## src/hdl/decode_pkg.sv

```systemverilog
// decode stage package
// opcodes, fixed register numbers and the bundles carried through the decode/execute latch
package decode_pkg;

	// alu operations
	localparam logic [4:0] OP_ADD  = 5'b00000;
	localparam logic [4:0] OP_ADDI = 5'b00001;
	localparam logic [4:0] OP_SUB  = 5'b00010;
	localparam logic [4:0] OP_SUBI = 5'b00011;
	localparam logic [4:0] OP_AND  = 5'b00100;
	localparam logic [4:0] OP_OR   = 5'b00101;
	localparam logic [4:0] OP_XOR  = 5'b00110;
	localparam logic [4:0] OP_NEG  = 5'b00111;
	localparam logic [4:0] OP_SLL  = 5'b01000;
	localparam logic [4:0] OP_SLR  = 5'b01001;
	localparam logic [4:0] OP_SAR  = 5'b01010;

	// memory operations
	localparam logic [4:0] OP_LD   = 5'b01011;
	localparam logic [4:0] OP_LDI  = 5'b01100;
	localparam logic [4:0] OP_ST   = 5'b01101;
	localparam logic [4:0] OP_STI  = 5'b01110;

	localparam logic [4:0] OP_NOP  = 5'b01111;

	// flow control
	localparam logic [4:0] OP_BEQ  = 5'b10000;
	localparam logic [4:0] OP_BNE  = 5'b10001;
	localparam logic [4:0] OP_BON  = 5'b10010;
	localparam logic [4:0] OP_BNN  = 5'b10011;
	localparam logic [4:0] OP_J    = 5'b10100;
	localparam logic [4:0] OP_JR   = 5'b10101;
	localparam logic [4:0] OP_JAL  = 5'b10110;

	// return from interrupt sits at the top of the opcode space
	localparam logic [4:0] OP_RIN  = 5'b11111;

	// registers that software cannot write through the file
	localparam logic [4:0] REG_ZERO = 5'd0;
	localparam logic [4:0] REG_LR   = 5'd30;
	localparam logic [4:0] REG_FL   = 5'd31;

	// upper half of every jump target, start of instruction memory
	localparam logic [15:0] JUMP_PREFIX = 16'h0600;

	typedef struct packed {
		logic [1:0] alu_src;
		logic [4:0] alu_op;
		logic       branch;
		logic       jump;
		logic       mem_wrt;
		logic       mem_en;
		logic [1:0] result_sel;
		logic       reg_wrt_en;
		logic [4:0] reg_wrt_sel;
		logic       lr_read;
		logic       lr_write;
		logic       fl_read;
		logic       fl_write;
		logic       illegal;
	} ctrl_t;

	typedef struct packed {
		logic [31:0] pc_next;
		logic [31:0] reg_1_data;
		logic [31:0] reg_2_data;
		logic [31:0] imm;
	} operand_t;

	// nothing enabled, used for flush
	localparam ctrl_t CTRL_BUBBLE = '0;

endpackage

```

## src/hdl/special_reg_if.sv

```systemverilog
// special register update bus
// carries LR/FL write requests and interrupt restore values
`timescale 1ns/10ps

interface special_reg_if;
	logic        lr_write;
	logic [31:0] lr_wrt_data;
	logic        fl_write;
	logic [1:0]  fl_wrt_data;
	// interrupt return
	logic        restore;
	logic [31:0] lr_saved;
	logic [1:0]  fl_saved;

	modport src (
		output lr_write, lr_wrt_data,
		output fl_write, fl_wrt_data,
		output restore, lr_saved, fl_saved
	);

	modport dst (
		input lr_write, lr_wrt_data,
		input fl_write, fl_wrt_data,
		input restore, lr_saved, fl_saved
	);

endinterface

```

## src/hdl/reg_file_bypass.sv

```systemverilog
// general register file, 32 x 32, two reads and one write
// same-cycle writes are forwarded to the read ports
`timescale 1ns/10ps

module reg_file_bypass (
	input  logic        clk,
	input  logic        rst_n,
	input  logic [4:0]  rd1_sel,
	input  logic [4:0]  rd2_sel,
	input  logic        wr_en,
	input  logic [4:0]  wr_sel,
	input  logic [31:0] wr_data,
	output logic [31:0] rd1_data,
	output logic [31:0] rd2_data
);

	logic [31:0] regs [32];
	logic        wr_ok;

	// R0, LR and FL slots are never written here
	assign wr_ok = wr_en
		&& (wr_sel != decode_pkg::REG_ZERO)
		&& (wr_sel != decode_pkg::REG_LR)
		&& (wr_sel != decode_pkg::REG_FL);

	always_ff @(posedge clk or negedge rst_n) begin
		if (!rst_n) begin
			for (int i = 0; i < 32; i++) begin
				regs[i] <= 32'd0;
			end
		end else if (wr_ok) begin
			regs[wr_sel] <= wr_data;
		end
	end

	// read port 1
	always_comb begin
		if (rd1_sel == decode_pkg::REG_ZERO) begin
			rd1_data = 32'd0;
		end else if (wr_ok && (wr_sel == rd1_sel)) begin
			rd1_data = wr_data;
		end else begin
			rd1_data = regs[rd1_sel];
		end
	end

	// read port 2
	always_comb begin
		if (rd2_sel == decode_pkg::REG_ZERO) begin
			rd2_data = 32'd0;
		end else if (wr_ok && (wr_sel == rd2_sel)) begin
			rd2_data = wr_data;
		end else begin
			rd2_data = regs[rd2_sel];
		end
	end

	// the zero register must hold across every cycle
	a_r0_zero: assert property (
		@(posedge clk) disable iff (!rst_n)
		regs[0] == 32'd0
	) else $error("register 0 changed to %h", regs[0]);

endmodule

```

## src/hdl/special_regs.sv

```systemverilog
// link and flag registers
// restore from saved copies beats a plain write, which beats hold
`timescale 1ns/10ps

module special_regs (
	input  logic              clk,
	input  logic              rst_n,
	special_reg_if.dst        upd,
	output logic [31:0]       lr,
	output logic [1:0]        fl
);

	logic [31:0] lr_next;
	logic [1:0]  fl_next;

	always_comb begin
		lr_next = lr;
		fl_next = fl;
		if (upd.restore) begin
			lr_next = upd.lr_saved;
			fl_next = upd.fl_saved;
		end else begin
			if (upd.lr_write) lr_next = upd.lr_wrt_data;
			if (upd.fl_write) fl_next = upd.fl_wrt_data;
		end
	end

	always_ff @(posedge clk or negedge rst_n) begin
		if (!rst_n) begin
			lr <= 32'd0;
			fl <= 2'd0;
		end else begin
			lr <= lr_next;
			fl <= fl_next;
		end
	end

	// interrupt return brings back the saved link value
	a_lr_restore: assert property (
		@(posedge clk) disable iff (!rst_n)
		upd.restore |=> (lr == $past(upd.lr_saved))
	) else $error("lr not restored, got %h", lr);

	a_fl_known: assert property (
		@(posedge clk) disable iff (!rst_n)
		!$isunknown(fl)
	) else $error("fl is unknown");

endmodule

```

## src/hdl/control_decoder.sv

```systemverilog
// instruction decoder
// turns an opcode into the control bundle and builds the immediate
`timescale 1ns/10ps

module control_decoder (
	input  logic [31:0]       instr,
	output decode_pkg::ctrl_t ctrl,
	output logic [31:0]       imm
);

	logic [4:0] opcode;
	logic [4:0] rd;
	logic [4:0] rs1;
	logic [4:0] rs2;
	logic       use_rs1;
	logic       use_rs2;

	assign opcode = instr[31:27];
	assign rd     = instr[26:22];
	assign rs1    = instr[21:17];
	assign rs2    = instr[16:12];

	always_comb begin
		ctrl         = decode_pkg::CTRL_BUBBLE;
		ctrl.alu_src = 2'd1;
		ctrl.alu_op  = opcode;
		imm          = 32'd0;
		use_rs1      = 1'b0;
		use_rs2      = 1'b0;

		case (opcode)
			decode_pkg::OP_ADD, decode_pkg::OP_SUB,
			decode_pkg::OP_AND, decode_pkg::OP_OR,
			decode_pkg::OP_XOR, decode_pkg::OP_SLL,
			decode_pkg::OP_SLR, decode_pkg::OP_SAR: begin
				ctrl.reg_wrt_en  = 1'b1;
				ctrl.reg_wrt_sel = rd;
				ctrl.fl_write    = 1'b1;
				use_rs1          = 1'b1;
				use_rs2          = 1'b1;
			end
			decode_pkg::OP_NEG: begin
				ctrl.reg_wrt_en  = 1'b1;
				ctrl.reg_wrt_sel = rd;
				ctrl.fl_write    = 1'b1;
				use_rs1          = 1'b1;
			end
			decode_pkg::OP_ADDI, decode_pkg::OP_SUBI: begin
				ctrl.alu_src     = 2'd0;
				// 12 bit signed immediate
				imm              = {{20{instr[11]}}, instr[11:0]};
				ctrl.reg_wrt_en  = 1'b1;
				ctrl.reg_wrt_sel = rd;
				ctrl.fl_write    = 1'b1;
				use_rs1          = 1'b1;
			end
			decode_pkg::OP_LD: begin
				ctrl.mem_en      = 1'b1;
				ctrl.result_sel  = 2'b01;
				ctrl.reg_wrt_en  = 1'b1;
				ctrl.reg_wrt_sel = rd;
				ctrl.fl_write    = 1'b1;
				use_rs1          = 1'b1;
			end
			decode_pkg::OP_LDI: begin
				ctrl.alu_src     = 2'd0;
				imm              = {16'd0, instr[15:0]};
				ctrl.mem_en      = 1'b1;
				ctrl.result_sel  = 2'b01;
				ctrl.reg_wrt_en  = 1'b1;
				ctrl.reg_wrt_sel = rd;
				ctrl.fl_write    = 1'b1;
			end
			decode_pkg::OP_ST: begin
				ctrl.mem_en  = 1'b1;
				ctrl.mem_wrt = 1'b1;
				use_rs1      = 1'b1;
			end
			decode_pkg::OP_STI: begin
				ctrl.alu_src = 2'd0;
				imm          = {16'd0, instr[15:0]};
				ctrl.mem_en  = 1'b1;
				ctrl.mem_wrt = 1'b1;
				use_rs1      = 1'b1;
			end
			decode_pkg::OP_NOP, decode_pkg::OP_RIN: begin
				ctrl = decode_pkg::CTRL_BUBBLE;
			end
			// conditional branches always look at the flags
			decode_pkg::OP_BEQ, decode_pkg::OP_BNE,
			decode_pkg::OP_BON, decode_pkg::OP_BNN: begin
				ctrl.branch     = 1'b1;
				ctrl.result_sel = 2'b10;
				ctrl.fl_read    = 1'b1;
				use_rs1         = 1'b1;
			end
			decode_pkg::OP_J: begin
				ctrl.alu_src    = 2'd0;
				ctrl.jump       = 1'b1;
				// word index inside instruction memory
				imm             = {decode_pkg::JUMP_PREFIX, instr[13:0], 2'b00};
				ctrl.result_sel = 2'b10;
			end
			decode_pkg::OP_JR: begin
				ctrl.jump       = 1'b1;
				ctrl.result_sel = 2'b10;
				use_rs1         = 1'b1;
			end
			decode_pkg::OP_JAL: begin
				ctrl.alu_src    = 2'd0;
				ctrl.jump       = 1'b1;
				imm             = {decode_pkg::JUMP_PREFIX, instr[13:0], 2'b00};
				ctrl.result_sel = 2'b10;
				ctrl.lr_write   = 1'b1;
			end
			default: begin
				// undefined opcode, everything high
				ctrl = '1;
				imm  = 32'hFFFF_FFFF;
			end
		endcase

		// sources that name the link or flag register
		ctrl.lr_read = ctrl.lr_read
			| (use_rs1 && (rs1 == decode_pkg::REG_LR))
			| (use_rs2 && (rs2 == decode_pkg::REG_LR));
		ctrl.fl_read = ctrl.fl_read
			| (use_rs1 && (rs1 == decode_pkg::REG_FL))
			| (use_rs2 && (rs2 == decode_pkg::REG_FL));
	end

	always_comb begin
		a_branch_jump: assert (!(ctrl.branch && ctrl.jump) || ctrl.illegal)
			else $error("branch and jump both set for opcode %b", opcode);
	end

endmodule

```

## src/hdl/pipe_latch.sv

```systemverilog
// decode/execute pipeline register
// loads every cycle, the bubble value replaces the input on flush
`timescale 1ns/10ps

module pipe_latch #(
	parameter type payload_t = logic
) (
	input  logic     clk,
	input  logic     rst_n,
	input  logic     flush,
	input  payload_t d,
	input  payload_t bubble,
	output payload_t q
);

	always_ff @(posedge clk or negedge rst_n) begin
		if (!rst_n) begin
			q <= '0;
		end else if (flush) begin
			q <= bubble;
		end else begin
			q <= d;
		end
	end

endmodule

```

## src/hdl/decode_stage.sv

```systemverilog
// instruction decode stage
// decoder, register file, LR/FL and the decode/execute latches
`timescale 1ns/10ps

module decode_stage (
	input  logic        clk,
	input  logic        rst_n,
	input  logic [31:0] instr,
	input  logic [31:0] pc_next_in,
	input  logic        reg_wrt_en,
	input  logic [4:0]  reg_wrt_sel,
	input  logic [31:0] reg_wrt_data,
	input  logic        lr_write_in,
	input  logic [31:0] lr_wrt_data,
	input  logic        fl_write_in,
	input  logic [1:0]  fl_wrt_data,
	input  logic        restore,
	input  logic [31:0] lr_before_int,
	input  logic [1:0]  fl_before_int,
	input  logic        flush,
	output logic [31:0] pc_next_out,
	output logic [31:0] reg_1_data,
	output logic [31:0] reg_2_data,
	output logic [31:0] imm,
	output logic [31:0] lr,
	output logic [1:0]  fl,
	output logic [1:0]  alu_src,
	output logic [4:0]  alu_op,
	output logic        branch,
	output logic        jump,
	output logic        mem_wrt,
	output logic        mem_en,
	output logic [1:0]  result_sel,
	output logic        next_reg_wrt_en,
	output logic [4:0]  next_reg_wrt_sel,
	output logic        lr_read,
	output logic        lr_write,
	output logic        fl_read,
	output logic        fl_write,
	output logic        illegal
);

	decode_pkg::ctrl_t    ctrl_d;
	decode_pkg::ctrl_t    ctrl_q;
	decode_pkg::operand_t opnd_d;
	decode_pkg::operand_t opnd_q;

	special_reg_if sp_upd ();

	assign sp_upd.lr_write    = lr_write_in;
	assign sp_upd.lr_wrt_data = lr_wrt_data;
	assign sp_upd.fl_write    = fl_write_in;
	assign sp_upd.fl_wrt_data = fl_wrt_data;
	assign sp_upd.restore     = restore;
	assign sp_upd.lr_saved    = lr_before_int;
	assign sp_upd.fl_saved    = fl_before_int;

	control_decoder u_dec (
		.instr (instr),
		.ctrl  (ctrl_d),
		.imm   (opnd_d.imm)
	);

	reg_file_bypass u_rf (
		.clk      (clk),
		.rst_n    (rst_n),
		.rd1_sel  (instr[21:17]),
		.rd2_sel  (instr[16:12]),
		.wr_en    (reg_wrt_en),
		.wr_sel   (reg_wrt_sel),
		.wr_data  (reg_wrt_data),
		.rd1_data (opnd_d.reg_1_data),
		.rd2_data (opnd_d.reg_2_data)
	);

	special_regs u_sp (
		.clk   (clk),
		.rst_n (rst_n),
		.upd   (sp_upd.dst),
		.lr    (lr),
		.fl    (fl)
	);

	assign opnd_d.pc_next = pc_next_in;

	pipe_latch #(.payload_t(decode_pkg::ctrl_t)) u_ctrl_latch (
		.clk    (clk),
		.rst_n  (rst_n),
		.flush  (flush),
		.d      (ctrl_d),
		.bubble (decode_pkg::CTRL_BUBBLE),
		.q      (ctrl_q)
	);

	// operands keep flowing during flush
	pipe_latch #(.payload_t(decode_pkg::operand_t)) u_opnd_latch (
		.clk    (clk),
		.rst_n  (rst_n),
		.flush  (1'b0),
		.d      (opnd_d),
		.bubble ('0),
		.q      (opnd_q)
	);

	assign pc_next_out      = opnd_q.pc_next;
	assign reg_1_data       = opnd_q.reg_1_data;
	assign reg_2_data       = opnd_q.reg_2_data;
	assign imm              = opnd_q.imm;
	assign alu_src          = ctrl_q.alu_src;
	assign alu_op           = ctrl_q.alu_op;
	assign branch           = ctrl_q.branch;
	assign jump             = ctrl_q.jump;
	assign mem_wrt          = ctrl_q.mem_wrt;
	assign mem_en           = ctrl_q.mem_en;
	assign result_sel       = ctrl_q.result_sel;
	assign next_reg_wrt_en  = ctrl_q.reg_wrt_en;
	assign next_reg_wrt_sel = ctrl_q.reg_wrt_sel;
	assign lr_read          = ctrl_q.lr_read;
	assign lr_write         = ctrl_q.lr_write;
	assign fl_read          = ctrl_q.fl_read;
	assign fl_write         = ctrl_q.fl_write;
	assign illegal          = ctrl_q.illegal;

endmodule

```

## config.mk

```make
export PLATFORM = sky130hd
export DESIGN_NAME = decode_stage
export DESIGN_NICKNAME = d
export VERILOG_FILES = /design/src/hdl/decode_pkg.sv /design/src/hdl/special_reg_if.sv /design/src/hdl/reg_file_bypass.sv /design/src/hdl/special_regs.sv /design/src/hdl/control_decoder.sv /design/src/hdl/pipe_latch.sv /design/src/hdl/decode_stage.sv
export SDC_FILE = /design/constraint.sdc
export NUM_CORES = 2
export LEC_CHECK = 0
export BUFFER_PORTS_ARGS = -buffer_cell sky130_fd_sc_hd__buf_2
export CAP_MARGIN = 20
export CORE_ASPECT_RATIO = 0.5
export CORE_MARGIN = 2
export CORE_UTILIZATION = 47
export CTS_CLUSTER_DIAMETER = 40
export CTS_CLUSTER_SIZE = 40
export DETAILED_ROUTE_END_ITERATION = 10
export HOLD_SLACK_MARGIN = 0.15
export SLEW_MARGIN = 5
export SYNTH_ARGS = -nofsm -noshare
export SYNTH_HDL_FRONTEND = slang
export SYNTH_SLANG_ARGS = --single-unit
```

## constraint.sdc

```tcl
create_clock -name clk -period 3 [get_ports clk]
set_input_delay 0 -clock clk [delete_from_list [all_inputs] [get_ports clk]]
set_output_delay 0 -clock clk [all_outputs]
set_load 0.05 [all_outputs]
```

==> metrics.cfg <==
[worst_hold_path]
worstHoldPathType=input pin to flip-flop
min_from=instr[28]

[floorplanning]
core_um2=128800
die_w_um=513.7
start_util_pct=47.39
die_height_um=258.8
boundaryPins=362
rows=93
dieArea_um2=133000

[global_route]
grt_overflow=0
grt_pass1_wl_um=297200
antenna_found_initial=9
grt_pass1_vias=43420
grt_max_degree=88
grt_usage_pct=30.50

[clock_network]
cts_max_path_buffers=3
cts_buffers=135
clk-insertion-delay-late_ps=780
postCtsSetupBuffers=0
cts.sinks=1196
cts_tree=done
root_buffer=clkbuf_16
htree_levels=4
clk_pin_slew_ps=60

[cells_and_area]
fin_util_pct=57.11
area_growth_pct=20.50
drive_above_1_share_pct=48.39
finalNonFillerCells=6504
n_fill_cell=10110
ff_latch_area_um2=29930
fin_nets=4856
multi_input_area_um2=28730

[drt]
first_pass_iters=7
drcViolationCount=0
vias_per_cell=6.368
ant_nets=0
wl_per_cell_um=30.99
initialDrtViolationCount=4066
vias=41420
drt-total-wl_um=201600

[yosys]
synth_edf_count=0
synth_cells=4134
avgSynthCellArea_um2=14.77
synth_flop_cell=dfrtp_1
ys_types=67
yosysWarningCount=0
synthArstFlopShare_pct=100.0
synth_fp_nets=4310
syn_area_um2=61050
yosys_register_bits=1196
ys_seq_area_share_pct=49.03

[placement]
port-buffer-count=361
place_congestion=0.8696
placed_cells=5876
post-dp-hpwl_um=118300

[critical_path]
crit_chain=dlygate4sd3_1 -> buf_2 -> or3_4 -> o311ai_4 -> or3_2 -> buf_4 -> nand4_1 -> o211ai_1 -> dlygate4sd3_1
worstSetupStartpointType=input pin
required_ps=3710
cp-startpoint=reg_wrt_sel[4]
worstPathArrival_ps=3570
crit_path_top_delay_cell=or3_2
max_stage_delay_ps=760
criticalPathCategory=input pin to flip-flop
path_common_cell=dlygate4sd3_1
rr_startpoint=u_rf.regs[677]
critPathCaptureType=flip-flop
cp_max_fo=19

[job]
maxCapViolCount=0

[power]
power.density_nw_per_um2=660.0
ir_drop_v=0.0006113
p_leak_nw=32.85

[sta]
finalSetupViolations=0
max_freq_ghz=0.3498
tns_ps=0
post-route-period-util_pct=95.31
rsz0062_at_grt=false
worstMarginPinSlew_ps=1079
clock_skew_ps=24.16
hold_viol=0
finalMaxSlewViolations=0
relSlewSlack_pct=28.06
min_period_ps=2859
holdWs_ps=248.5

[status]
status=finished, final reports clean

==> worst paths after layout <==
path / slack (ps) / to / cells past startpoint
worst min register to register: 400 / u_rf.regs[6] / 0
worst max-delay path: 140 / u_opnd_latch.q[34] / 9
min in group asynchronous: 600 / u_rf.regs[830] / 4
worst max register to register: 700 / u_opnd_latch.q[37] / 5
worst min-delay path: 250 / u_ctrl_latch.q[18] / 4
max in group asynchronous: 1810 / u_rf.regs[134] / 5
==> power by group <==
part | internal, mW | switching [mW]
sequential | 18.8 | 1.94
combinational | 5.42 | 4.58
clock | 10.4 | 7.40
==> worst max-delay path: cells and delay by family <==
kind                   cells  cell delay (ps)
buffers and inverters      4             1720
AND/OR/NAND/NOR            3             1300
AO/OA/AOI/OAI              2              530
==> Yosys cell counts (all sizes together) (8+ instances only) <==
library cell | n | area [um2]
a221oi | 33 | 432.9
mux2 | 996 | 11220
o221ai | 9 | 78.83
mux2i | 181 | 1812
nor2 | 43 | 161.4
a21o | 34 | 255.2
a32oi | 30 | 262.8
a21oi | 28 | 140.1
buf | 241 | 1459
nand2b | 70 | 437.9
nand2 | 152 | 570.6
mux4 | 480 | 10830
inv | 13 | 48.80
a22oi | 31 | 232.7
nand4 | 8 | 50.05
nand3 | 61 | 305.3
o211ai | 8 | 60.06
o22ai | 42 | 262.8
a221o | 14 | 140.1
o31ai | 8 | 65.06
a2111oi | 30 | 262.8
clkbuf | 287 | 1077
o21ai | 45 | 225.2
xnor2 | 11 | 96.34
dfrtp | 1196 | 29930
nor3 | 13 | 65.06
==> kinds of logic after synthesis <==
group	Yosys count	synth area share (%)
compound gates	343	4.407
xor+xnor	13	0.1865
buf+inv	542	4.241
flops	1196	49.03
mux	1657	39.09
simple gates	383	3.054
==> layout make-up <==
cell class	instances	area share, %
sequential	1196	40.69
inverter	14	0.07484
multi-input combinational	2396	39.05
timing repair buffer	937	10.79
antenna	4	0.01361
clock buffer	168	5.140
tap	1710	2.909
clock inverter	79	1.337
==> cell usage in the layout (no fill, tap or decap), drive strengths merged, types with 6 or more instances in the layout <==
| master | synthesis | routed |
|---|---|---|
| dfrtp | 1196 | 1196 |
| mux2 | 996 | 996 |
| buf | 241 | 561 |
| mux4 | 480 | 480 |
| dlygate4sd3 | 0 | 376 |
| mux2i | 181 | 181 |
| clkbuf | 287 | 168 |
| nand2 | 152 | 152 |
| nand2b | 70 | 70 |
| nand3 | 61 | 61 |
| o21ai | 45 | 45 |
| nor2 | 43 | 43 |
| o22ai | 42 | 42 |
| inv | 13 | 39 |
| a21o | 34 | 34 |
| a221oi | 33 | 33 |
| a22oi | 31 | 31 |
| a32oi | 30 | 30 |
| a2111oi | 30 | 30 |
| a21oi | 28 | 28 |
| clkinv | 1 | 27 |
| bufinv | 0 | 15 |
| a221o | 14 | 14 |
| nor3 | 13 | 13 |
| clkinvlp | 0 | 12 |
| xnor2 | 11 | 11 |
| o221ai | 9 | 9 |
| nand4 | 8 | 8 |
| o211ai | 8 | 8 |
| o31ai | 8 | 8 |
| a32o | 6 | 6 |
| a211oi | 6 | 6 |
==> metal layers <==
layer / vias to the layer above / routed length [um] / GRT usage [%]
li1: 16840 / - / -
met1: 22320 / 84970 / 42.25
met2: 1850 / 93200 / 47.45
met3: 408 / 16690 / 6.990
met4: 2 / 6701 / 11.01
met5: - / 15 / 0
==> stage by stage <==
step	power [mW]	setup WS (ps)	cell area, um2
floorplan	27.43	1177	61050
finish	48.55	140.8	73560
global route	50.51	135.2	73550
CTS	48.75	247.9	73550
detailed placement	30.38	274.7	65000
global placement	30.00	380.6	65000
==> sequential cells by signal (all words and copies together), names as in the netlist <==
signal / cells
u_ctrl_latch.q: 24
u_opnd_latch.q: 114
u_rf.regs: 1024
u_sp.fl: 2
u_sp.lr: 32
==> repair_timing <==
item                                   in CTS  in global routing
gates resized for setup                     0                  0
endpoints found under the hold margin    2296                  0
hold buffers                              377                  0
No activity file was read; power rests on OpenSTA's default activity.
